`config.mk`:
```
export PLATFORM = sky130hd
export DESIGN_NAME = icache_beat_counter
export DESIGN_NICKNAME = d
export VERILOG_FILES = /design/src/common/icache_pkg.sv /design/src/icache/icache_beat_counter.sv
export VERILOG_INCLUDE_DIRS = /design/src /design/src/common
export SDC_FILE = /design/constraint.sdc
export NUM_CORES = 1
export LEC_CHECK = 0
export ABC_AREA = 1
export BUFFER_PORTS_ARGS = -buffer_cell sky130_fd_sc_hd__buf_2
export CORE_AREA = 2 2 39 41
export DETAILED_ROUTE_END_ITERATION = 12
export DIE_AREA = 0 0 41 43
export MAX_ROUTING_LAYER = met4
export SKIP_CTS_REPAIR_TIMING = 1
export SYNTH_ARGS = -nofsm -noshare
export SYNTH_HDL_FRONTEND = slang
export SYNTH_SLANG_ARGS = --single-unit
```
`constraint.sdc`:
```
create_clock -name clk -period 0.95 [get_ports clk]
set_input_delay 0.1425 -clock clk [delete_from_list [all_inputs] [get_ports clk]]
set_output_delay 0.1425 -clock clk [all_outputs]
set_load 0.01 [all_outputs]
```
`src/common/icache_defs.svh`:
```
`ifndef ICACHE_DEFS_SVH
`define ICACHE_DEFS_SVH

// fetch address and instruction word
`define ICACHE_ADDR_W      32
`define ICACHE_WORD_W      32

// address split: tag | index | offset
`define ICACHE_TAG_W       20
`define ICACHE_INDEX_W     8
`define ICACHE_OFFSET_W    4

// geometry
`define ICACHE_SETS        256
`define ICACHE_LINE_WORDS  4   // 16-byte line, four bus beats
`define ICACHE_WAYS        2

`endif

```
`src/common/icache_pkg.sv`:
```
`default_nettype none

`include "icache_defs.svh"

package icache_pkg;

    typedef logic [`ICACHE_ADDR_W-1:0]                     addr_t;
    typedef logic [`ICACHE_TAG_W-1:0]                      tag_t;
    typedef logic [`ICACHE_INDEX_W-1:0]                    index_t;
    typedef logic [$clog2(`ICACHE_LINE_WORDS)-1:0]         word_sel_t;
    typedef logic [`ICACHE_WORD_W-1:0]                     word_t;
    typedef logic [`ICACHE_LINE_WORDS*`ICACHE_WORD_W-1:0]  line_t;  // word 0 in low bits

    typedef enum logic [2:0] {
        ST_IDLE,
        ST_LOOKUP,
        ST_MISS,
        ST_REFILL,
        ST_REPLY
    } icache_state_t;

    // cpu fetch side
    typedef struct packed {
        logic  valid;   // held until addr_ok
        addr_t addr;
    } fetch_req_t;

    typedef struct packed {
        logic  addr_ok;
        logic  data_ok;
        word_t rdata;
        logic  miss;    // word came from a refill
    } fetch_resp_t;

    // read-burst bus
    typedef struct packed {
        logic  rd_req;
        addr_t rd_addr;
    } bus_req_t;

    typedef struct packed {
        logic  rd_rdy;
        logic  ret_valid;
        logic  ret_last;
        word_t ret_data;
    } bus_ret_t;

    typedef struct packed {
        logic unbusy;
        logic last_hit;
    } icache_status_t;

endpackage

`default_nettype wire

```
`src/icache/icache_beat_counter.sv`:
```
`timescale 1ns/1ps
`default_nettype none

`include "icache_defs.svh"

module icache_beat_counter
    import icache_pkg::*;
(
    input  logic      clk,
    input  logic      hit_success,
    input  logic      refill_active,
    input  logic      ret_valid,
    input  logic      ret_last,
    output word_sel_t beat_idx,
    output logic      line_done
);

    word_sel_t beat_cnt;
    logic      last_slot;

    // count starts over for every refill
    always_ff @(posedge clk or posedge hit_success) begin
        if (hit_success) begin
            beat_cnt <= '0;
        end else if (!refill_active) begin
            beat_cnt <= '0;
        end else if (ret_valid) begin
            beat_cnt <= beat_cnt + 1'b1;
        end
    end

    // current beat lands in this word of the line
    assign beat_idx = beat_cnt;

    assign last_slot = (beat_cnt == word_sel_t'(`ICACHE_LINE_WORDS - 1));

    // ret_last on an early beat is ignored
    assign line_done = refill_active && ret_valid && ret_last && last_slot;

endmodule

`default_nettype wire

```
; Word-level counts from Yosys, hierarchy flattened
; Cells that the tools add are included.
[word_totals]
ff_bits = 2
[op_classes]
n_addsub = 1
eq_ne = 2
mux = 2
n_reduce_logical = 3
[op_table]
columns = operator, count
row1 = 2-bit two-way mux, 2
row2 = 1-bit logical AND, 3
row3 = 2-bit by 1-bit adder with 2-bit output (second input constant), 1
row4 = 2-bit equality test (second input constant), 1
row5 = 2-bit by 1-bit inequality test with 1-bit output (second input constant), 1

; Depth between registers and ports, before layout
; Gate-level depths: netlist (run 1).
[logic_depth]
ltp_word = 3
ltp_mapped = 3
mapped_depth_nobuf = 3

; Worst setup path after synthesis (run 1)
; No wires, ideal clock.
[synth_timing]
path_type = reg2reg
startpoint = register beat_cnt[0], in the netlist beat_idx[0]
endpoint = register beat_cnt[1], in the netlist beat_idx[1]
setup_ns = 0.118
arrival_time_ns = 0.829
required_ns = 0.832
setup_slack_ns = 0.003
path_stages_with_launch = 4
synth_period_minus_slack_ns = 0.947
path_cell_list = dfrtp_1 -> ha_1 -> nand3_1 -> nand2_1
[synth_via]
elab_chain_len = 3
[synth_lines]
columns = element, line_no
row1 = from (decl), icache_beat_counter.sv:18  ; word_sel_t beat_cnt;
row2 = from (signal assigned), icache_beat_counter.sv:28  ; beat_cnt <= beat_cnt + 1'b1;
row3 = 2-bit by 1-bit adder with 2-bit output, icache_beat_counter.sv:28
row4 = 2-bit two-way mux, icache_beat_counter.sv:27  ; end else if (ret_valid) begin
row5 = 2-bit two-way mux, icache_beat_counter.sv:25  ; end else if (!refill_active) begin
; No other way between the ends. The select of a mux whose other input is x is not followed.
; A chain may end at the register's enable or synchronous reset.

; Worst setup path after layout (run 1)
[layout_timing]
startpoint = register beat_cnt[0], in the netlist beat_idx[0]
endpoint = output line_done
[layout_via]
elab_chain_len = 2
[layout_lines]
columns = element, line_no
row1 = 2-bit equality test, icache_beat_counter.sv:35  ; assign last_slot = (beat_cnt == word_sel_t'(`ICACHE_LINE_WORDS - 1));
row2 = 1-bit logical AND, icache_beat_counter.sv:38  ; assign line_done = refill_active && ret_valid && ret_last && last_slot;
row3 = to (decl), icache_beat_counter.sv:15  ; output logic line_done
; No other way between the ends.

==> results_dict.tcl, run 1 <==
set metrics [dict create \
    violations "negative setup slack" \
    viasPerCell 3.09 \
    grt.met1_usage_pct 4.18 \
    gp_routability_congestion 0.535 \
    fin_nets 35 \
    yosysWarnings 0 \
    rsz0062_at_grt "yes" \
    largest_register_ffs 2 \
    gr-max-usage-layer "met3" \
    end_kind "output port" \
    cts_buffers 3 \
    synthTopCellsByCount "nand2_1 (4), nand3_1 (4), inv_1 (3)" \
    syn_area_um2 113 \
    finalPower_uw 333 \
    ys_async_sr_fraction_pct 100 \
    powerDensity_mw_per_mm2 1560 \
    cts_tree "done" \
    fin_util_pct 15.5 \
    skew_ps 1.48 \
    final-hold-violation-count 0 \
    synth_seq_cells 2 \
    yosys.area.top_type_share_pct 44.4 \
    fmax_ghz 0.873 \
    synth_edf_count 0 \
    wire_per_inst_um 6.21 \
    ioPinCount 8 \
    worst_skew_pair.late_latency_ps 220 \
    required_ps 810 \
    grt_pass1_wl_um 372 \
    drc_errors 0 \
    ys_types 6 \
    clk_pin_slew_ps 30 \
    min_period_ps 1150 \
    syn_area_per_cell_um2 7.51 \
    finalCritPeriodShare_pct 121 \
    clock_sinks 2 \
    critPathLaunchType "register" \
    syn_inst 15 \
    cts_htree_levels 1 \
    gr-usage-met3_pct 6.28 \
    crit_fanout 2 \
    route.vias.total 133 \
    yosys-top-cells-area "dfrtp_1 (44%), nand3_1 (18%), nand2_1 (13%)" \
    grt_pass1_vias 90 \
    arrival_ps 1000 \
    grt_usage_pct 4.32 \
    ant_nets 0 \
    outcome "finished with violations" \
    p_leak_nw 0.126 \
    wirelength_um 267 \
    yosysTopAreaCell "dfrtp_1" \
    drive_gt1_share_pct 40.7 \
    drv_cap 0 \
    core_mm2 0.00138 \
    die_h_um 43 \
    setup_viol 2 \
    cts_root_buf "clkbuf_4" \
    grt_antenna_before_repair 0 \
    met2_usage_pct 2.50 \
    grt.overflow.total 0 \
    syn-num-nets 21 \
    row_count 14 \
    area_growth_pct 90.0 \
    slew_headroom_pct 93.2 \
    fillerInstances 160 \
    seq_area_frac_synth_pct 44.4 \
    antenna_cells 0 \
    finalNonFillerCells 43 \
    portBuffers 7 \
    initial_core_util_pct 8.14 \
    peakVddDrop_mv 0.425 \
    finalMaxSlewViolations 0 \
    dp_hpwl_um 197 \
    grt_max_degree 6 \
    dr.pass1.iters 2 \
    post-place-cells 39 \
    crit_type "register to output port" \
    worst_pin_slew_ps 102 \
    die_x_um 41 \
    die_area_mm2 0.00176 \
    synth_ff_type "dfrtp_1" \
    clockBufferDepth 2 \
    drtIter0Drc 6 \
    hp-class "primary input to register" \
    finalWorstSetupSlack_ps -195 \
]
## per-stage QoR
step                      worst slack [ps]  hold slack, ps  setup TNS, ps  cell area (um2)
after floorplan                       3.29            -116              0              113
after global placement                29.9           -4.43              0              175
after detailed placement              37.2           -2.83              0              175
after CTS                             -209            -247           -279              198
after global routing                  -245             224           -329              214
final                                 -195             206           -240              214
## layout make-up
type,count,area (um2),share of cell area (%)
inverter,3,11.3,5.26
timing repair buffer,9,58.8,27.5
multi-input combinational,10,51.3,24.0
tap,16,20.0,9.36
sequential,2,50.0,23.4
clock buffer,3,22.5,10.5
## metal layers
layer,vias to the layer above,part of all wire (%)
met1,50,57
li1,73,-
met3,2,14
met5,-,0
met4,0,2.2
met2,8,25
## critical path, stage by stage, from the launching register on
cell and delay, ps:
dfrtp_1 370, ha_1 190, nand2_1 60, nor2_1 30, buf_2 120
## placed cells by master, fill, tap and decap left out
| cell type | synthesis | routed |
|---|---|---|
| clkbuf_4 | 0 | 3 |
| buf_4 | 0 | 1 |
| nand3_1 | 4 | 4 |
| nand2_1 | 4 | 4 |
| buf_6 | 0 | 1 |
| dlygate4sd3_1 | 0 | 1 |
| buf_2 | 0 | 6 |
| nor2_1 | 1 | 1 |
| ha_1 | 1 | 1 |
| dfrtp_1 | 2 | 2 |
| inv_1 | 3 | 3 |
## logic make-up (layout without fill, tap and decap cells)
| family | count (synthesis) | after routing | synth area share, % |
|---|---|---|---|
| DFF | 2 | 2 | 44.4 |
| buffers and inverters | 3 | 15 | 10.0 |
| and+or+nand+nor | 9 | 9 | 34.4 |
| adders and majority gates | 1 | 1 | 11.1 |
## worst paths after layout
kind                        startpoint           to  slack, ps  depth (start not counted)
min                          ret_valid  beat_idx[1]        210                          3
min in group asynchronous  hit_success  beat_idx[0]        310                          3
max in group asynchronous  hit_success  beat_idx[1]        530                          3
max reg2reg                beat_idx[0]  beat_idx[1]         60                          3
max                        beat_idx[0]    line_done       -200                          4
min reg2reg                beat_idx[1]  beat_idx[1]        540                          2
## power by group
part | internal (mW) | switching [mW] | total (mW)
Combinational | 0.0279 | 0.0239 | 0.0517
Clock | 0.139 | 0.0451 | 0.184
Sequential | 0.0925 | 0.00466 | 0.0971
(Power assumes the default switching activity.)
==> run 2, diff against run 1 <==
--- a/config.mk
+++ b/config.mk
@@ -7,10 +7,10 @@
 export NUM_CORES = 1
 export LEC_CHECK = 0
 export ABC_AREA = 1
-export BUFFER_PORTS_ARGS = -buffer_cell sky130_fd_sc_hd__buf_2
 export CORE_AREA = 2 2 39 41
 export DETAILED_ROUTE_END_ITERATION = 12
 export DIE_AREA = 0 0 41 43
+export DONT_BUFFER_PORTS = 1
 export MAX_ROUTING_LAYER = met4
 export SKIP_CTS_REPAIR_TIMING = 1
 export SYNTH_ARGS = -nofsm -noshare
==> run 2 against run 1 <==
The flow still finishes with violations (negative setup slack); power fell by 2.6%; utilization shrank 2.3 points; count of clock-buffer cells in the layout unchanged; fmax up 9.5%; first-iteration DRC count fell by 83%; non-clock buffer count fell by 6; final cell count fell by 14%; die area did not move; wire length grew 1.5%; sequential cell count is the same; sequential power down 1%; worst hold slack worse by 140 ps; largest power group unchanged.
==> results_dict.tcl, run 2 (synthesis gave the netlist of run 1 again) <==
set metrics [dict create \
    outcome "finished with violations" \
    violations "negative setup slack" \
    crit_fanout 2 \
    dr.pass1.iters 2 \
    rsz0062_at_grt "yes" \
    p_seq_share_pct 29.5 \
    drive_gt1_share_pct 28.6 \
    worst_pin_slew_ps 135 \
    final_cell_mix "nand3_1 (4), nand2_1 (4), inv_1 (3), clkbuf_4 (3)" \
    clkPwrFrac_pct 58.8 \
    die_h_um 43 \
    ioPinCount 8 \
    setup_viol 1 \
    p_sw_share_pct 22.8 \
    critPathLaunchType "register" \
    post-place-cells 33 \
    fmax_ghz 0.956 \
    route.vias.total 114 \
    fin_nets 29 \
    end_kind "output port" \
    grt_pass1_vias 117 \
    cts_root_buf "clkbuf_4" \
    finalMaxSlewViolations 0 \
    powerDensity_mw_per_mm2 1780 \
    cts_buffers 3 \
    clock_sinks 2 \
    die_x_um 41 \
    worst_hold_slack_ps 68.7 \
    drc_errors 0 \
    cts_tree "done" \
    slew_headroom_pct 91.0 \
    clk_pin_slew_ps 30 \
    worst_skew_pair.late_latency_ps 230 \
    finalCritPeriodShare_pct 110 \
    p_switching_uw 74.0 \
    initial_core_util_pct 8.14 \
    skew_ps 2.94 \
    final_area_um2 183 \
    power_frac_comb_pct 11.7 \
    area_growth_pct 62.2 \
    finalPower_uw 325 \
    p_leak_nw 0.0981 \
    grt_pass1_wl_um 351 \
    clockBufferDepth 2 \
    row_count 14 \
    drv_cap 0 \
    cts_htree_levels 1 \
    min_period_ps 1050 \
    grt_usage_pct 4.12 \
    post_dp_cell_area_um2 148 \
    wire_per_inst_um 7.32 \
    wirelength_um 271 \
    arrival_ps 900 \
    grt.overflow.total 0 \
    hp-class "primary input to register" \
    gp_routability_congestion 0.462 \
    required_ps 810 \
    die_area_mm2 0.00176 \
    viasPerCell 3.08 \
    core_mm2 0.00138 \
    ant_nets 0 \
    finalWorstSetupSlack_ps -96.3 \
    finalNonFillerCells 37 \
    antenna_cells 0 \
    crit_type "register to output port" \
    portBuffers 0 \
    dp_hpwl_um 201 \
    grt_antenna_before_repair 0 \
    drtIter0Drc 1 \
    grt_max_degree 6 \
    final-hold-violation-count 0 \
    p_int_uw 251 \
    largest_register_ffs 2 \
    peakVddDrop_mv 0.216 \
]
run 2: changes by cell type in the layout (fill, tap and decap cells not counted), sizes merged:
cell / delta
buf: -6
run 2: layout make-up:
| cell class | instances | area (um2) |
|---|---|---|
| Clock buffer | 3 | 22.5 |
| Fill cell | 159 | 1200 |
| Inverter | 3 | 11.3 |
| Multi-Input combinational cell | 10 | 53.8 |
| Sequential cell | 2 | 50.0 |
| Tap cell | 16 | 20.0 |
| Timing Repair Buffer | 3 | 25.0 |
run 2: final timing paths:
check	start	to	slack [ps]	depth (start not counted)
max	beat_idx[0]	line_done	-100	3
min	ret_valid	beat_idx[1]	70	2
max reg2reg	beat_idx[0]	beat_idx[1]	50	3
min reg2reg	beat_idx[1]	beat_idx[1]	620	3
max in group asynchronous	hit_success	beat_idx[1]	620	2
min in group asynchronous	hit_success	beat_idx[0]	210	2
run 2: critical path: stages, from the launching register on:
cell and delay [ps]:
dfrtp_1 370, ha_1 190, nand2_1 70, nor2_2 50
run 2: stage by stage:
| step | worst slack [ps] | utilization [%] | TNS, ps |
|---|---|---|---|
| 2_1_floorplan | 3.29 | - | 0 |
| 3_3_place_gp | 47.7 | 10.7 | 0 |
| 3_5_place_dp | 29.2 | 10.7 | 0 |
| 4_1_cts | -139 | 12.3 | -139 |
| 5_1_grt | -145 | 13.2 | -145 |
| 6_report | -96.3 | 13.2 | -96.3 |
run 2: layer usage:
metal  up-vias  global-route usage, %  part of all wire, %
met3         0                   3.14                   20
met5         -                      -                    0
met4         0                   8.00                    0
li1         59                      -                    -
met2         9                   4.69                   42
met1        46                   2.26                   38
run 2: power groups by stage:
stage	clock [mW]	combinational [mW]	sequential, mW
2_1_floorplan	0	0.0144	0.102
3_3_place_gp	0	0.0323	0.0969
3_5_place_dp	0	0.0352	0.0968
4_1_cts	0.206	0.0353	0.0958
5_1_grt	0.213	0.0442	0.0967
6_report	0.191	0.0381	0.0957
==> run 3, diff against run 2 <==
--- a/config.mk
+++ b/config.mk
@@ -6,7 +6,6 @@
 export SDC_FILE = /design/constraint.sdc
 export NUM_CORES = 1
 export LEC_CHECK = 0
-export ABC_AREA = 1
 export CORE_AREA = 2 2 39 41
 export DETAILED_ROUTE_END_ITERATION = 12
 export DIE_AREA = 0 0 41 43
==> run 3 against run 2 <==
The flow still finishes with violations (negative setup slack); utilization is 0.90 points higher; highest routed layer unchanged; area after synthesis is 4.4% lower; power is 6.7% higher; non-clock buffer count is 2 higher; synthesized cell count is 40% lower; final cell count is 11% lower; sequential power is 4% higher.
==> results_dict.tcl, run 3 <==
set metrics [dict create \
    cpPeakStageDelay_ps 390 \
    crit_chain "ha_1 > and4_4" \
    dr.pass1.iters 1 \
    fin_nets 25 \
    ioPinCount 8 \
    syn_inst 9 \
    gp_routability_congestion 0.469 \
    worst_skew_pair.late_latency_ps 220 \
    yosys-top-cells-area "dfrtp_1 (47%), ha_1 (12%), and4_2 (9.3%)" \
    grt_pass1_wl_um 434 \
    clock_sinks 2 \
    finalMaxSlewViolations 0 \
    powerDensity_mw_per_mm2 1770 \
    largest_register_ffs 2 \
    viasPerCell 3.15 \
    end_kind "output port" \
    worst_hold_slack_ps 59.5 \
    fin_util_pct 14.1 \
    grt.overflow.total 0 \
    grt_antenna_before_repair 0 \
    slew_headroom_pct 90.8 \
    rr_worst_depth 3 \
    slowest_stage "dfrtp_1" \
    yosys.area.top_type_share_pct 46.5 \
    yosysTopAreaCell "dfrtp_1" \
    cts_buffers 3 \
    core_mm2 0.00138 \
    hp-class "primary input to register" \
    wirelength_um 351 \
    r2r_end "beat_idx[1]" \
    ys_types 8 \
    die_x_um 41 \
    final_cell_mix "clkbuf_4 (3), buf_4 (3), dfrtp_1 (2)" \
    row_count 14 \
    ff2ff_setup_slack_ps -40 \
    cts_htree_levels 1 \
    final-hold-violation-count 0 \
    cts_tree "done" \
    fmax_ghz 0.883 \
    yosysWarnings 0 \
    ant_nets 0 \
    syn_area_per_cell_um2 12.0 \
    crit_fanout 3 \
    crit_start "beat_idx[0]" \
    worst-path-stages 2 \
    grt_max_degree 4 \
    antenna_cells 0 \
    grt_pass1_vias 120 \
    skew_ps 0.642 \
    p_leak_nw 0.101 \
    fillerInstances 153 \
    rsz0062_at_grt "yes" \
    violations "negative setup slack" \
    initial_core_util_pct 7.78 \
    arrival_ps 990 \
    drc_errors 0 \
    syn_area_um2 108 \
    finalCritPeriodShare_pct 119 \
    area_growth_pct 81.4 \
    finalPower_uw 346 \
    peakVddDrop_mv 0.162 \
    setup_viol 3 \
    synth_edf_count 0 \
    drv_cap 0 \
    min_period_ps 1130 \
    cpLargestDelayFamily "flip-flops" \
    worst_pin_slew_ps 135 \
    synth_seq_cells 2 \
    critPathLaunchType "register" \
    die_area_mm2 0.00176 \
    yosysMostFrequentCell "dfrtp_1" \
    seq_area_frac_synth_pct 46.5 \
    wire_per_inst_um 10.6 \
    grt_usage_pct 5.63 \
    critPathBufInv 0 \
    finalWorstSetupSlack_ps -183 \
    outcome "finished with violations" \
    clockBufferDepth 2 \
    crit_type "register to output port" \
    required_ps 810 \
    route.vias.total 104 \
    cts_root_buf "clkbuf_4" \
    clk_pin_slew_ps 30 \
    regToRegStartpoint "beat_idx[1]" \
    portBuffers 0 \
    die_h_um 43 \
    drtIter0Drc 0 \
    crit_end "line_done" \
    fin_setup_tns_ps -268 \
    syn-num-nets 15 \
    ys_async_sr_fraction_pct 100 \
    drive_gt1_share_pct 47.1 \
    synth_ff_type "dfrtp_1" \
]
run 3: logic make-up (layout without fill, tap and decap cells):
group | count (synthesis) | in the layout | share of synthesized area (%)
buf+inv | 1 | 9 | 3.49
fa+ha+maj | 1 | 1 | 11.6
simple gates | 3 | 3 | 20.9
flops | 2 | 2 | 46.5
mux | 1 | 1 | 9.30
xor+xnor | 1 | 1 | 8.14
run 3: through the flow:
step	std cells	cell area, um2	setup WS [ps]
3_3_place_gp	28	151	8.49
5_1_grt	33	195	-218
6_report	33	195	-183
3_5_place_dp	28	151	-66.4
4_1_cts	31	174	-195
2_1_floorplan	9	109	-36.3
run 3: final cells by class:
cell class | instances | area, um2 | area share, %
multi-input cells | 6 | 55.1 | 28.2
flip-flops and latches | 2 | 50.0 | 25.6
repair buffers | 5 | 43.8 | 22.4
clock buffers | 3 | 22.5 | 11.5
well taps | 16 | 20.0 | 10.3
inverters | 1 | 3.75 | 1.92
run 3: how the worst min path moves through the flow:
| stage | endpoint | from | slack (ps) | depth (start not counted) |
|---|---|---|---|---|
| 3_5_place_dp | beat_idx[1] | hit_success | -110 | 1 |
| 3_3_place_gp | beat_idx[1] | hit_success | -110 | 1 |
| 2_1_floorplan | beat_idx[0] | hit_success | -120 | 1 |
| 4_1_cts | beat_idx[1] | hit_success | -350 | 1 |
| 5_1_grt | beat_idx[1] | refill_active | 60 | 1 |
| 6_report | beat_idx[1] | refill_active | 60 | 1 |
run 3: power by group:
part	leakage [nW]	switching (mW)	internal [mW]
clock network	0.0138	0.0480	0.139
registers	0.0264	0.00611	0.0939
logic	0.0606	0.0223	0.0366
total	0.101	0.0764	0.270
run 3: per-layer routing:
layer / vias to the layer above / wire length [um] / GRT usage (%)
li1: 48 / - / -
met3: 0 / 85 / 8.38
met5: - / 0 / -
met2: 9 / 167 / 6.56
met4: 0 / 0 / 8.00
met1: 47 / 98 / 1.90
