[src/common/icache_defs.svh]
`ifndef ICACHE_DEFS_SVH
`define ICACHE_DEFS_SVH

// fetch address and instruction word
`define ICACHE_ADDR_W      32
`define ICACHE_WORD_W      32

// address split: tag | index | offset
`define ICACHE_TAG_W       20
`define ICACHE_INDEX_W     8
`define ICACHE_OFFSET_W    4

// geometry
`define ICACHE_SETS        256
`define ICACHE_LINE_WORDS  4   // 16-byte line, four bus beats
`define ICACHE_WAYS        2

`endif

[src/common/icache_pkg.sv]
`default_nettype none

`include "icache_defs.svh"

package icache_pkg;

    typedef logic [`ICACHE_ADDR_W-1:0]                     addr_t;
    typedef logic [`ICACHE_TAG_W-1:0]                      tag_t;
    typedef logic [`ICACHE_INDEX_W-1:0]                    index_t;
    typedef logic [$clog2(`ICACHE_LINE_WORDS)-1:0]         word_sel_t;
    typedef logic [`ICACHE_WORD_W-1:0]                     word_t;
    typedef logic [`ICACHE_LINE_WORDS*`ICACHE_WORD_W-1:0]  line_t;  // word 0 in low bits

    typedef enum logic [2:0] {
        ST_IDLE,
        ST_LOOKUP,
        ST_MISS,
        ST_REFILL,
        ST_REPLY
    } icache_state_t;

    // cpu fetch side
    typedef struct packed {
        logic  valid;   // held until addr_ok
        addr_t addr;
    } fetch_req_t;

    typedef struct packed {
        logic  addr_ok;
        logic  data_ok;
        word_t rdata;
        logic  miss;    // word came from a refill
    } fetch_resp_t;

    // read-burst bus
    typedef struct packed {
        logic  rd_req;
        addr_t rd_addr;
    } bus_req_t;

    typedef struct packed {
        logic  rd_rdy;
        logic  ret_valid;
        logic  ret_last;
        word_t ret_data;
    } bus_ret_t;

    typedef struct packed {
        logic unbusy;
        logic last_hit;
    } icache_status_t;

endpackage

`default_nettype wire

[src/icache/icache_ctrl.sv]
`timescale 1ns/1ps
`default_nettype none

module icache_ctrl
    import icache_pkg::*;
(
    input  logic clk,
    input  logic hit_success,
    input  logic req_valid,
    input  logic hit,
    input  logic rd_rdy,
    input  logic line_done,
    output logic addr_ok,
    output logic lookup,
    output logic refill_active,
    output logic fill_we,
    output logic reply_hit,
    output logic reply_miss,
    output logic rd_req,
    output logic unbusy,
    output logic last_hit
);

    icache_state_t state, state_nxt;

    always_ff @(posedge clk or posedge hit_success) begin
        if (hit_success) begin
            state    <= ST_IDLE;
            last_hit <= 1'b0;
        end else begin
            state <= state_nxt;
            if (state == ST_LOOKUP)
                last_hit <= hit;  // result of the lookup just finished
        end
    end

    always_comb begin
        state_nxt = state;
        case (state)
            ST_IDLE:   if (req_valid) state_nxt = ST_LOOKUP;
            ST_LOOKUP: state_nxt = hit ? ST_IDLE : ST_MISS;
            ST_MISS:   if (rd_rdy) state_nxt = ST_REFILL;
            ST_REFILL: if (line_done) state_nxt = ST_REPLY;  // fill edge
            ST_REPLY:  state_nxt = ST_IDLE;
            default:   state_nxt = ST_IDLE;
        endcase
    end

    // front side stalls everywhere but idle
    assign addr_ok       = (state == ST_IDLE);
    assign unbusy        = (state == ST_IDLE);
    assign lookup        = (state == ST_IDLE) && req_valid;
    assign reply_hit     = (state == ST_LOOKUP) && hit;
    assign reply_miss    = (state == ST_REPLY);
    assign rd_req        = (state == ST_MISS);    // level until rd_rdy
    assign refill_active = (state == ST_REFILL);
    assign fill_we       = (state == ST_REFILL) && line_done;

endmodule

`default_nettype wire

[config.mk]
export PLATFORM = sky130hd
export DESIGN_NAME = icache_ctrl
export DESIGN_NICKNAME = d
export VERILOG_FILES = /design/src/common/icache_pkg.sv /design/src/icache/icache_ctrl.sv
export VERILOG_INCLUDE_DIRS = /design/src /design/src/common
export SDC_FILE = /design/constraint.sdc
export NUM_CORES = 1
export LEC_CHECK = 0
export BUFFER_PORTS_ARGS = -buffer_cell sky130_fd_sc_hd__clkbuf_2
export CAP_MARGIN = 20
export CORE_AREA = 3 3 40 42
export DETAILED_ROUTE_END_ITERATION = 10
export DIE_AREA = 0 0 43 45
export GPL_TIMING_DRIVEN = 0
export HOLD_SLACK_MARGIN = 0.05
export SLEW_MARGIN = 20
export SYNTH_ARGS = -nofsm -noshare
export SYNTH_HDL_FRONTEND = slang
export SYNTH_SLANG_ARGS = --single-unit
[constraint.sdc]
create_clock -name clk -period 1.56 [get_ports clk]
set_input_delay 0.468 -clock clk [delete_from_list [all_inputs] [get_ports clk]]
set_output_delay 0.468 -clock clk [all_outputs]
set_load 0.03 [all_outputs]
======== After elaboration in Yosys (flattened, before gate mapping) ========
Index checks and enable logic that the tools add are counted.
storage, ports and cells
  register bits ........................... 4
  bits of input ports ..................... 6
  output and inout bits ................... 9
  word-level logic and storage cells ...... 19
cells by class
  equal/unequal tests ..................... 7
  mux-type cells .......................... 5
  reduce and logical (&&, ||, !) cells .... 5
operator list
  operator              count
  $pmux W3 S4           1
  $mux W3               3
  $eq A3 B2 Y1 const B  2
  $ne A2 B2 Y1 const B  3
  $eq A3 B1 Y1 const B  1
  $eq A3 B3 Y1 const B  1
  $logic_and A1 B1 Y1   3
  $logic_not A3 Y1      1
  $reduce_and A3 Y1     1
  $mux W2               1

======== Longest topological paths before layout ========
Gate-level depths: netlist of the first run.
  depth after elaboration ................. 3
  mapped depth ............................ 4
  depth with buffers taken out ............ 3

======== Worst setup path before layout of the first run ========
Ideal clock, no wire load.
  kind .................................... register -> output
  from .................................... reg state[1]
  to ...................................... out lookup
  arrival ................................. 1.689 ns
  data required time ...................... 1.092 ns
  slack ................................... -0.597 ns
  stages on the path, launching flop included .. 4
  path buffers ............................ 1
  cells stage by stage .................... dfrtp_1 > buf_4 > nor3_1 > and2_1
between the ends
  cells in the longest elaborated chain, start to end .. 2
ends and longest elaborated chain
  element                 line               text
  from (decl)             icache_ctrl.sv:24  icache_state_t state, state_nxt;
  from (signal assigned)  icache_ctrl.sv:31  state <= state_nxt;
  $logic_not A3 Y1        n/a
  via addr_ok             icache_ctrl.sv:13  output logic addr_ok,
  $logic_and A1 B1 Y1     icache_ctrl.sv:52  assign lookup = (state == ST_IDLE) && req_valid;
  to (decl)               icache_ctrl.sv:14  output logic lookup,
The timed path passes the listed nets, and every way through them passes these cells.

======== Worst setup path after layout of the first run ========
  from .................................... reg state[1]
  to ...................................... out reply_hit
between the ends
  cells in the longest elaborated chain, start to end .. 2
ends and longest elaborated chain
  element              line               text
  $eq A3 B1 Y1         icache_ctrl.sv:53  assign reply_hit = (state == ST_LOOKUP) && hit;
  $logic_and A1 B1 Y1  icache_ctrl.sv:53
  to (decl)            icache_ctrl.sv:17  output logic reply_hit,
No other way between the ends.

==> out/metrics.sh, run 1 <==
RUN_STATUS='finished, violations left'
FAILED_CHECKS='negative setup slack'
WORSTSKEWPAIRLATENCY_PS=240
POST_SYNTHESIS_SHARE_OF_CELL_AREA_SPENT_ON_AND_OR_NAND_AND_NOR_GATES_PCT=34.5
LAYOUT_SKEW_PS=8.58
ROUTEDWLPERCELL_UM=9.49
INITIAL_CORE_UTIL_PCT=18.9
GRT_MAX_DEGREE=10
RSZ_0062_RAISED_AFTER_GLOBAL_ROUTING='true'
NUMBER_OF_ANTENNA_VIOLATIONS_AT_THE_FIRST_CHECK_IN_GLOBAL_ROUTING=0
DRT_WL_TOTAL_UM=617
CRITICAL_PATH_FANOUT_MAX=9
FIRST_PASS_ITERS=1
YOSYS-MUX-AREA-FRACTION_PCT=0
SYNTHXORXNORAREAFRAC_PCT=0
FINAL_MAX_SLEW_VIOL_COUNT=0
CTS_TREE='built'
DP_WORST_SETUP_SLACK_PS=-128
NUMBER_OF_GLOBAL_ROUTE_VIAS_BEFORE_REPAIR=279
WORSTSETUPPATHTYPE='flip-flop to output port'
POST_ROUTE_ANTENNA_NET_VIOLATION_COUNT=0
FINAL_SETUP_VIOLATION_COUNT=8
LAYOUT_COMMONEST_CELL='sky130_fd_sc_hd__clkbuf_2'
WORST_SLEW_MARGIN_REL_PCT=85.9
WORST-ENDPOINT-ARRIVAL_PS=1370
CLKSINKCOUNT=4
DETAILEDPLACEMENTHPWL_UM=432
FIRST_PASS_GRT_WIRE_LENGTH_MM=1.15
MAX_CLOCK_FREQ_GHz=0.543
CTSROOTBUFFERMASTER='sky130_fd_sc_hd__clkbuf_4'
CLOCKBUFFERDEPTH=2
TIMING.HOLD.WORST.CLASS='input port to asynchronous set/reset pin'
LARGEST_FAMILY_OF_LOGIC_CELLS_BY_SYNTHESIZED_AREA='simple AND/OR/NAND/NOR gates'
PLACEDINSTANCEAREA_SQ_UM=375
START_KIND='flip-flop'
CTS.CLK_SLEW.WORST_PATHS_PS=40
TIMING.FINAL.CRIT_PERIOD_PS=1840
GP_ROUTABILITY_CONGESTION=0.722
CRITICAL_PATH.SLOWEST_CELL='sky130_fd_sc_hd__or3b_4'
POSTSYNTHCELLCOUNT=27
FINISH.NET_COUNT=57
FINALHOLDVIOLCOUNT=0
YOSYSWARNINGS=0
POSTSYNTHREGISTERBITS=4
HTREE_NUM_LEVELS=1
CTS_INSERTED_BUFFERS=3
NUMBER_OF_PLACED_INSTANCES_WITH_TAPS_INCLUDED=56
WORSTMARGINPINSLEW_PS=210
FLOORPLAN.ROWS=13
LAYOUT.AREA.SEQ_SQ_UM=103
GRT_UTIL_OVERALL_PCT=8.11
YS_SEQ_AREA_SHARE_PCT=41.2
SYNTHESIS.NETS=33
MIN_PERIOD_OVER_PERIOD_PCT=118
FINAL.FILL_COUNT=124
PLACEMENT.IO_BUFFERS=14
POWER.STATIC_LEAKAGE_nW=0.255
SYNTH_FA_HA_AREA_SHARE_PCT=0
GRT.MET3_USAGE_PCT=4.38
MAX_CAP_VIOL_COUNT=0
DETAILEDROUTE.FIRSTITERATIONVIOLATIONS=0
SYNTHDISTINCTLIBCELLS=16
CORE_AR_SQ_MM=0.00128
PATH_DELAY_FAMILY='simple AND/OR/NAND/NOR gates'
LAYOUT_COMMON_CELLS='sky130_fd_sc_hd__clkbuf_2, sky130_fd_sc_hd__buf_6, sky130_fd_sc_hd__clkbuf_8, sky130_fd_sc_hd__buf_8, sky130_fd_sc_hd__clkbuf_4'
GRT-BUSIEST-LAYER='met2'
MULTIINPUTGATEAREA_SQ_UM=154
CRITPATHCAPTURETYPE='output port'
VDD_IR_DROP_MAX_V=0.000689
CELLPOWERDENSITY_mW_PER_MM2=2250
LAYOUT.CELLS.NON_FILLER=65
DIE-WIDTH_UM=43
LAYOUT.CELL_AREA.NON_FILLER_SQ_UM=529
ANTENNA_CELLS=0
WORSTPATHREQUIRED_PS=1090
DRIVE_GT1_SHARE_PCT=68.0
DRC=0
TOTAL_POWER_W=0.00119
LAYOUT_OVERHEAD_ON_THE_SYNTHESIZED_AREA_PCT=118
VIA_PER_INST=4.11
GRT_USE_MET1_PCT=8.78
DIE_AREA_SQ_MM=0.00194
ROUTED-VIA-COUNT=267
FP.DIEH_UM=45
CRITICAL_PATH.MAX_STAGE_DELAY_PS=390
GLOBALROUTE.TOTALOVERFLOW=0
SYNTH_COMPOUND_GATE_AREA_SHARE_PCT=13.4
REG2REG_SETUP_SLACK_PS=310
IO_PINS=15
TIMING.CRITICAL_PATH.BUF_INV=2
SYN-MEAN-INSTANCE-AREA_SQ_UM=8.99
WORSTPATHCELLLIST='buf_6, or3b_4, nor2_4, buf_8'
SETUP_SLACK_PS=-281
SYNTH_AREA_SQ_UM=243
POST_CTS_HOLD_BUFFER_COUNT=0
GRT_UTIL_MET2_PCT=13.2
==> final cells by class <==
type | instances | area share [%]
well taps | 15 | 3.55
plain buffers | 2 | 4.26
repair buffers | 19 | 36.6
clock buffers | 4 | 4.96
inverters | 3 | 2.13
flip-flops and latches | 4 | 19.4
multi-input cells | 18 | 29.1
==> flip-flops by register name (all words and copies together), names as in the netlist <==
name and cells:
last_hit 1, state 3
==> final timing paths <==
path | endpoint | start | depth (start not counted)
setup / recovery | reply_hit | state[1] | 4
hold / removal | state[2] | hit_success | 2
setup reg to reg | last_hit | state[1] | 5
hold reg to reg | last_hit | last_hit | 1
max in group asynchronous | state[0] | hit_success | 2
min in group clk | last_hit | last_hit | 1
==> through the flow <==
stage / hold slack [ps] / TNS (ps) / util (%)
after global routing: 88.9 / -1860 / 41.2
final: 79.1 / -1410 / 41.2
after CTS: 74.2 / -1450 / 39.9
after floorplan: 234 / -209 / -
after detailed placement: 339 / -147 / 29.2
after global placement: 339 / -135 / 29.2
==> cell usage after synthesis, drive strengths merged <==
| master | n | area (sq um) |
|---|---|---|
| a21oi | 2 | 10.0 |
| a21o | 1 | 7.51 |
| nor3 | 1 | 5.00 |
| and2 | 3 | 18.8 |
| a22oi | 1 | 7.51 |
| a211oi | 1 | 7.51 |
| buf | 2 | 15.0 |
| nand2 | 1 | 3.75 |
| dfrtp | 4 | 100 |
| or3b | 1 | 8.76 |
| nor3b | 3 | 27.5 |
| nor2b | 1 | 6.26 |
| inv | 3 | 11.3 |
| nor2 | 3 | 13.8 |
==> per-layer routing <==
metal | vias up | wire length (um)
met5 | - | 0
met4 | 0 | 13
met3 | 2 | 54
met2 | 9 | 313
met1 | 121 | 235
li1 | 135 | -
==> report_power, final <==
part / switching (W) / internal, W
Clock: 0.0000488 / 0.0000964
Sequential: 0.0000436 / 0.000152
Combinational: 0.000411 / 0.000439
Total: 0.000503 / 0.000687
==> cell families after synthesis <==
kind of cell / count (synthesis)
AND/OR/NAND/NOR: 13
AO/OA/AOI/OAI: 5
buffers and inverters: 5
flip-flops: 4
==> what timing repair did <==
action | in CTS | in global routing
pin swaps | 4 | 3
buffers inserted | 4 | 1
gates resized for setup | 19 | 5
setup endpoints to repair | 8 | 8
Note: power is estimated with default switching activity, not from simulation.
==> inputs of run 2 (changes only) <==
clock period = 1.6 ns   (was 1.56 ns; I/O delays follow)
==> run 2 against run 1 <==
The run still ends with negative setup slack left. Setup slack better by 77 ps. Flip-flop and latch count unchanged. Register-to-register slack gained 90 ps. Utilization up 4.4 points. Critical path depth shrank 1. Global-route usage grew 0.60 points. Largest cell class unchanged.
==> out/metrics.sh, run 2 (synthesis gave the netlist of run 1 again) <==
DETAILEDPLACEMENTHPWL_UM=449  # was 432 um
LAYOUT_OVERHEAD_ON_THE_SYNTHESIZED_AREA_PCT=141  # was 118%
FLOORPLAN.ROWS=13  # unchanged
PLACEMENT.IO_BUFFERS=14  # unchanged
POST_ROUTE_ANTENNA_NET_VIOLATION_COUNT=0  # unchanged
RSZ_0062_RAISED_AFTER_GLOBAL_ROUTING='true'  # unchanged
INITIAL_CORE_UTIL_PCT=18.9  # unchanged
POWER_REPORT.INTERNAL_TOTAL_W=0.000773  # was 0.000687 W
GRT_UTIL_OVERALL_PCT=8.71  # was 8.11%
REG2REG_SETUP_SLACK_PS=400  # was 310 ps
CORE_AR_SQ_MM=0.00128  # unchanged
VDD_IR_DROP_MAX_V=0.000705  # was 0.000689 V
FINAL.FILL_COUNT=137  # was 124
WORSTPATHCELLLIST='or3b_4, nor2_4, buf_8'  # was buf_6, or3b_4, nor2_4, buf_8
TIMING.HOLD.WORST.CLASS='input port to asynchronous set/reset pin'  # unchanged
FINAL_SETUP_VIOLATION_COUNT=8  # unchanged
RUN_STATUS='finished, violations left'  # unchanged
DRC=0  # unchanged
DETAILEDROUTE.FIRSTITERATIONVIOLATIONS=1  # was 0
LAYOUT.CELLS.NON_FILLER=71  # was 65
NET-SWITCHING-POWER_W=0.000520  # was 0.000503 W
LAYOUT_SKEW_PS=1.68  # was 8.58 ps
SETUP_SLACK_PS=-204  # was -281 ps
POWER.STATIC_LEAKAGE_nW=0.286  # was 0.255 nW
START_KIND='flip-flop'  # unchanged
NUMBER_OF_ANTENNA_VIOLATIONS_AT_THE_FIRST_CHECK_IN_GLOBAL_ROUTING=0  # unchanged
ROUTEDWLPERCELL_UM=10.2  # was 9.49 um
GRT_MAX_DEGREE=9  # was 10
SWSHARE_PCT=40.2  # was 42.3%
CTS_TREE='built'  # unchanged
P_SEQ_SHARE_PCT=15.9  # was 16.4%
MAX_CAP_VIOL_COUNT=0  # unchanged
WORST-ENDPOINT-ARRIVAL_PS=1320  # was 1370 ps
CRITICAL_PATH.SLOWEST_CELL='sky130_fd_sc_hd__dfrtp_2'  # was sky130_fd_sc_hd__or3b_4
GRT_UTIL_MET2_PCT=13.5  # was 13.2%
DIE-WIDTH_UM=43  # unchanged
MIN_PERIOD_OVER_PERIOD_PCT=113
GLOBALROUTE.TOTALOVERFLOW=0  # unchanged
FINALHOLDVIOLCOUNT=0  # unchanged
NUMBER_OF_GLOBAL_ROUTE_VIAS_BEFORE_REPAIR=286  # was 279
GRT.MET3_USAGE_PCT=2.39  # was 4.38%
PATH_DELAY_FAMILY='simple AND/OR/NAND/NOR gates'  # unchanged
CLOCKBUFFERDEPTH=2  # unchanged
VIA_PER_INST=4.03  # was 4.11
WORSTMARGINPINSLEW_PS=213  # was 210 ps
FLIP_FLOP_COUNT_OF_THE_LARGEST_REGISTER_ALL_COPIES_AND_WORDS_ADDED=3  # unchanged
DP_WORST_SETUP_SLACK_PS=-138  # was -128 ps
FP.DIEH_UM=45  # unchanged
CTS.CLK_SLEW.WORST_PATHS_PS=40  # about the same
CTS_INSERTED_BUFFERS=3  # unchanged
DRIVE_GT1_SHARE_PCT=75.0  # was 68.0%
TIMING.FINAL.CRIT_PERIOD_PS=1800
LARGEST_REGISTER='state'  # unchanged
CTSROOTBUFFERMASTER='sky130_fd_sc_hd__clkbuf_4'  # unchanged
WORSTSETUPPATHTYPE='flip-flop to output port'  # unchanged
FF2FF_PATH_DEPTH=4  # was 5
LARGEST_REGISTERS='state (3), last_hit (1)'  # unchanged
DIE_AREA_SQ_MM=0.00194  # unchanged
CRITICAL_PATH.MAX_STAGE_DELAY_PS=430  # was 390 ps
WORSTPATHREQUIRED_PS=1120  # was 1090 ps
COMB_POWER_SHARE_PCT=73.4  # was 71.4%
FINAL_MAX_SLEW_VIOL_COUNT=0  # unchanged
GRT_USE_MET1_PCT=9.31  # was 8.78%
HTREE_NUM_LEVELS=1  # unchanged
CLKSINKCOUNT=4  # unchanged
FAILED_CHECKS='negative setup slack'  # unchanged
TIMING.CRITICAL_PATH.BUF_INV=1  # was 2
IO_PINS=15  # unchanged
FINISH.NET_COUNT=63  # was 57
WORSTSKEWPAIRLATENCY_PS=240  # about the same
ROUTED-VIA-COUNT=286  # was 267
NUMBER_OF_PLACED_INSTANCES_WITH_TAPS_INCLUDED=56  # unchanged
GRT-BUSIEST-LAYER='met2'  # unchanged
SHARE_OF_POWER_BURNED_IN_THE_CLOCK_NETWORK_PCT=10.7  # was 12.2%
CELLPOWERDENSITY_mW_PER_MM2=2210  # was 2250 mW/mm^2
LAYOUT_COMMON_CELLS='sky130_fd_sc_hd__buf_4, sky130_fd_sc_hd__buf_6, sky130_fd_sc_hd__clkbuf_2'  # was sky130_fd_sc_hd__clkbuf_2, sky130_fd_sc_hd__buf_6, sky130_fd_sc_hd__clkbuf_8, sky130_fd_sc_hd__buf_8, sky130_fd_sc_hd__clkbuf_4
WORST_SLEW_MARGIN_REL_PCT=85.7  # was 85.9%
DRT_WL_TOTAL_UM=722  # was 617 um
FIRST_PASS_GRT_WIRE_LENGTH_MM=1.17  # was 1.15 mm
CRITICAL_PATH_FANOUT_MAX=4  # was 9
RR_STARTPOINT='state[1]'  # unchanged
ANTENNA_CELLS=0  # unchanged
CRITPATHCAPTURETYPE='output port'  # unchanged
GP_ROUTABILITY_CONGESTION=0.703  # was 0.722
FIRST_PASS_ITERS=4  # was 1
MAX_CLOCK_FREQ_GHz=0.554
RR_ENDPOINT='last_hit'  # unchanged
[run 2: cell count changes in the layout (fill, tap and decap cells not counted), sizes merged]
cell and change:
buf +7, clkbuf -1
[run 2: metal layers]
layer / wire length, um / vias up
met1: 321 / 129
met2: 352 / 10
met5: 0 / -
met3: 35 / 2
li1: - / 145
met4: 12 / 0
[run 2: timing repair]
item / 4_1_cts / 5_1_grt
gates resized for setup: 20 / 13
pin swaps: 5 / 5
hold buffers: 0 / 0
hold endpoints to repair: 0 / 0
endpoints found under the setup margin: 8 / 8
buffers inserted: 7 / 5
[run 2: cell type report]
cell class,instances,area (sq um),share of cell area (%)
Inverter,3,11.3,1.92
Multi-Input combinational cell,18,163,27.8
Timing Repair Buffer,26,255,43.6
Sequential cell,4,104,17.7
Tap cell,15,18.8,3.21
Clock buffer,4,26.3,4.49
Buffer,1,7.51,1.28
[run 2: worst max path at each step]
stage                end  startpoint  depth (start not counted)
6_report       reply_hit    state[1]                          3
5_1_grt        reply_hit    state[1]                          3
4_1_cts        reply_hit    state[0]                          3
3_5_place_dp   reply_hit    state[1]                          4
3_3_place_gp   reply_hit    state[1]                          4
2_1_floorplan     lookup    state[1]                          3
[run 2: worst reg2reg max path: cells and delay by family, from the launching register on]
kind                   cells  cell delay, ps
AO/OA/AOI/OAI              1              70
buffers and inverters      1             110
flip-flops                 1             430
AND/OR/NAND/NOR            2             530
[run 2: power by group through the flow]
stage | Clock, W | Combinational, W | Sequential (W)
4_1_cts | 0.000144 | 0.000804 | 0.000207
2_1_floorplan | 0 | 0.000419 | 0.000223
5_1_grt | 0.000151 | 0.00101 | 0.000215
3_3_place_gp | 0 | 0.000552 | 0.000206
6_report | 0.000139 | 0.000949 | 0.000205
3_5_place_dp | 0 | 0.000557 | 0.000210
[run 2: per-stage QoR]
stage          utilization, %  hold WS [ps]  power (W)  area [sq um]  TNS (ps)
2_1_floorplan               -           246   0.000642           279      -176
3_3_place_gp             28.6           353   0.000758           368      -127
3_5_place_dp             28.6           353   0.000768           368      -138
4_1_cts                  40.9          97.6    0.00116           526     -1260
5_1_grt                  45.6           105    0.00138           586     -1460
6_report                 45.6          97.0    0.00129           586     -1040
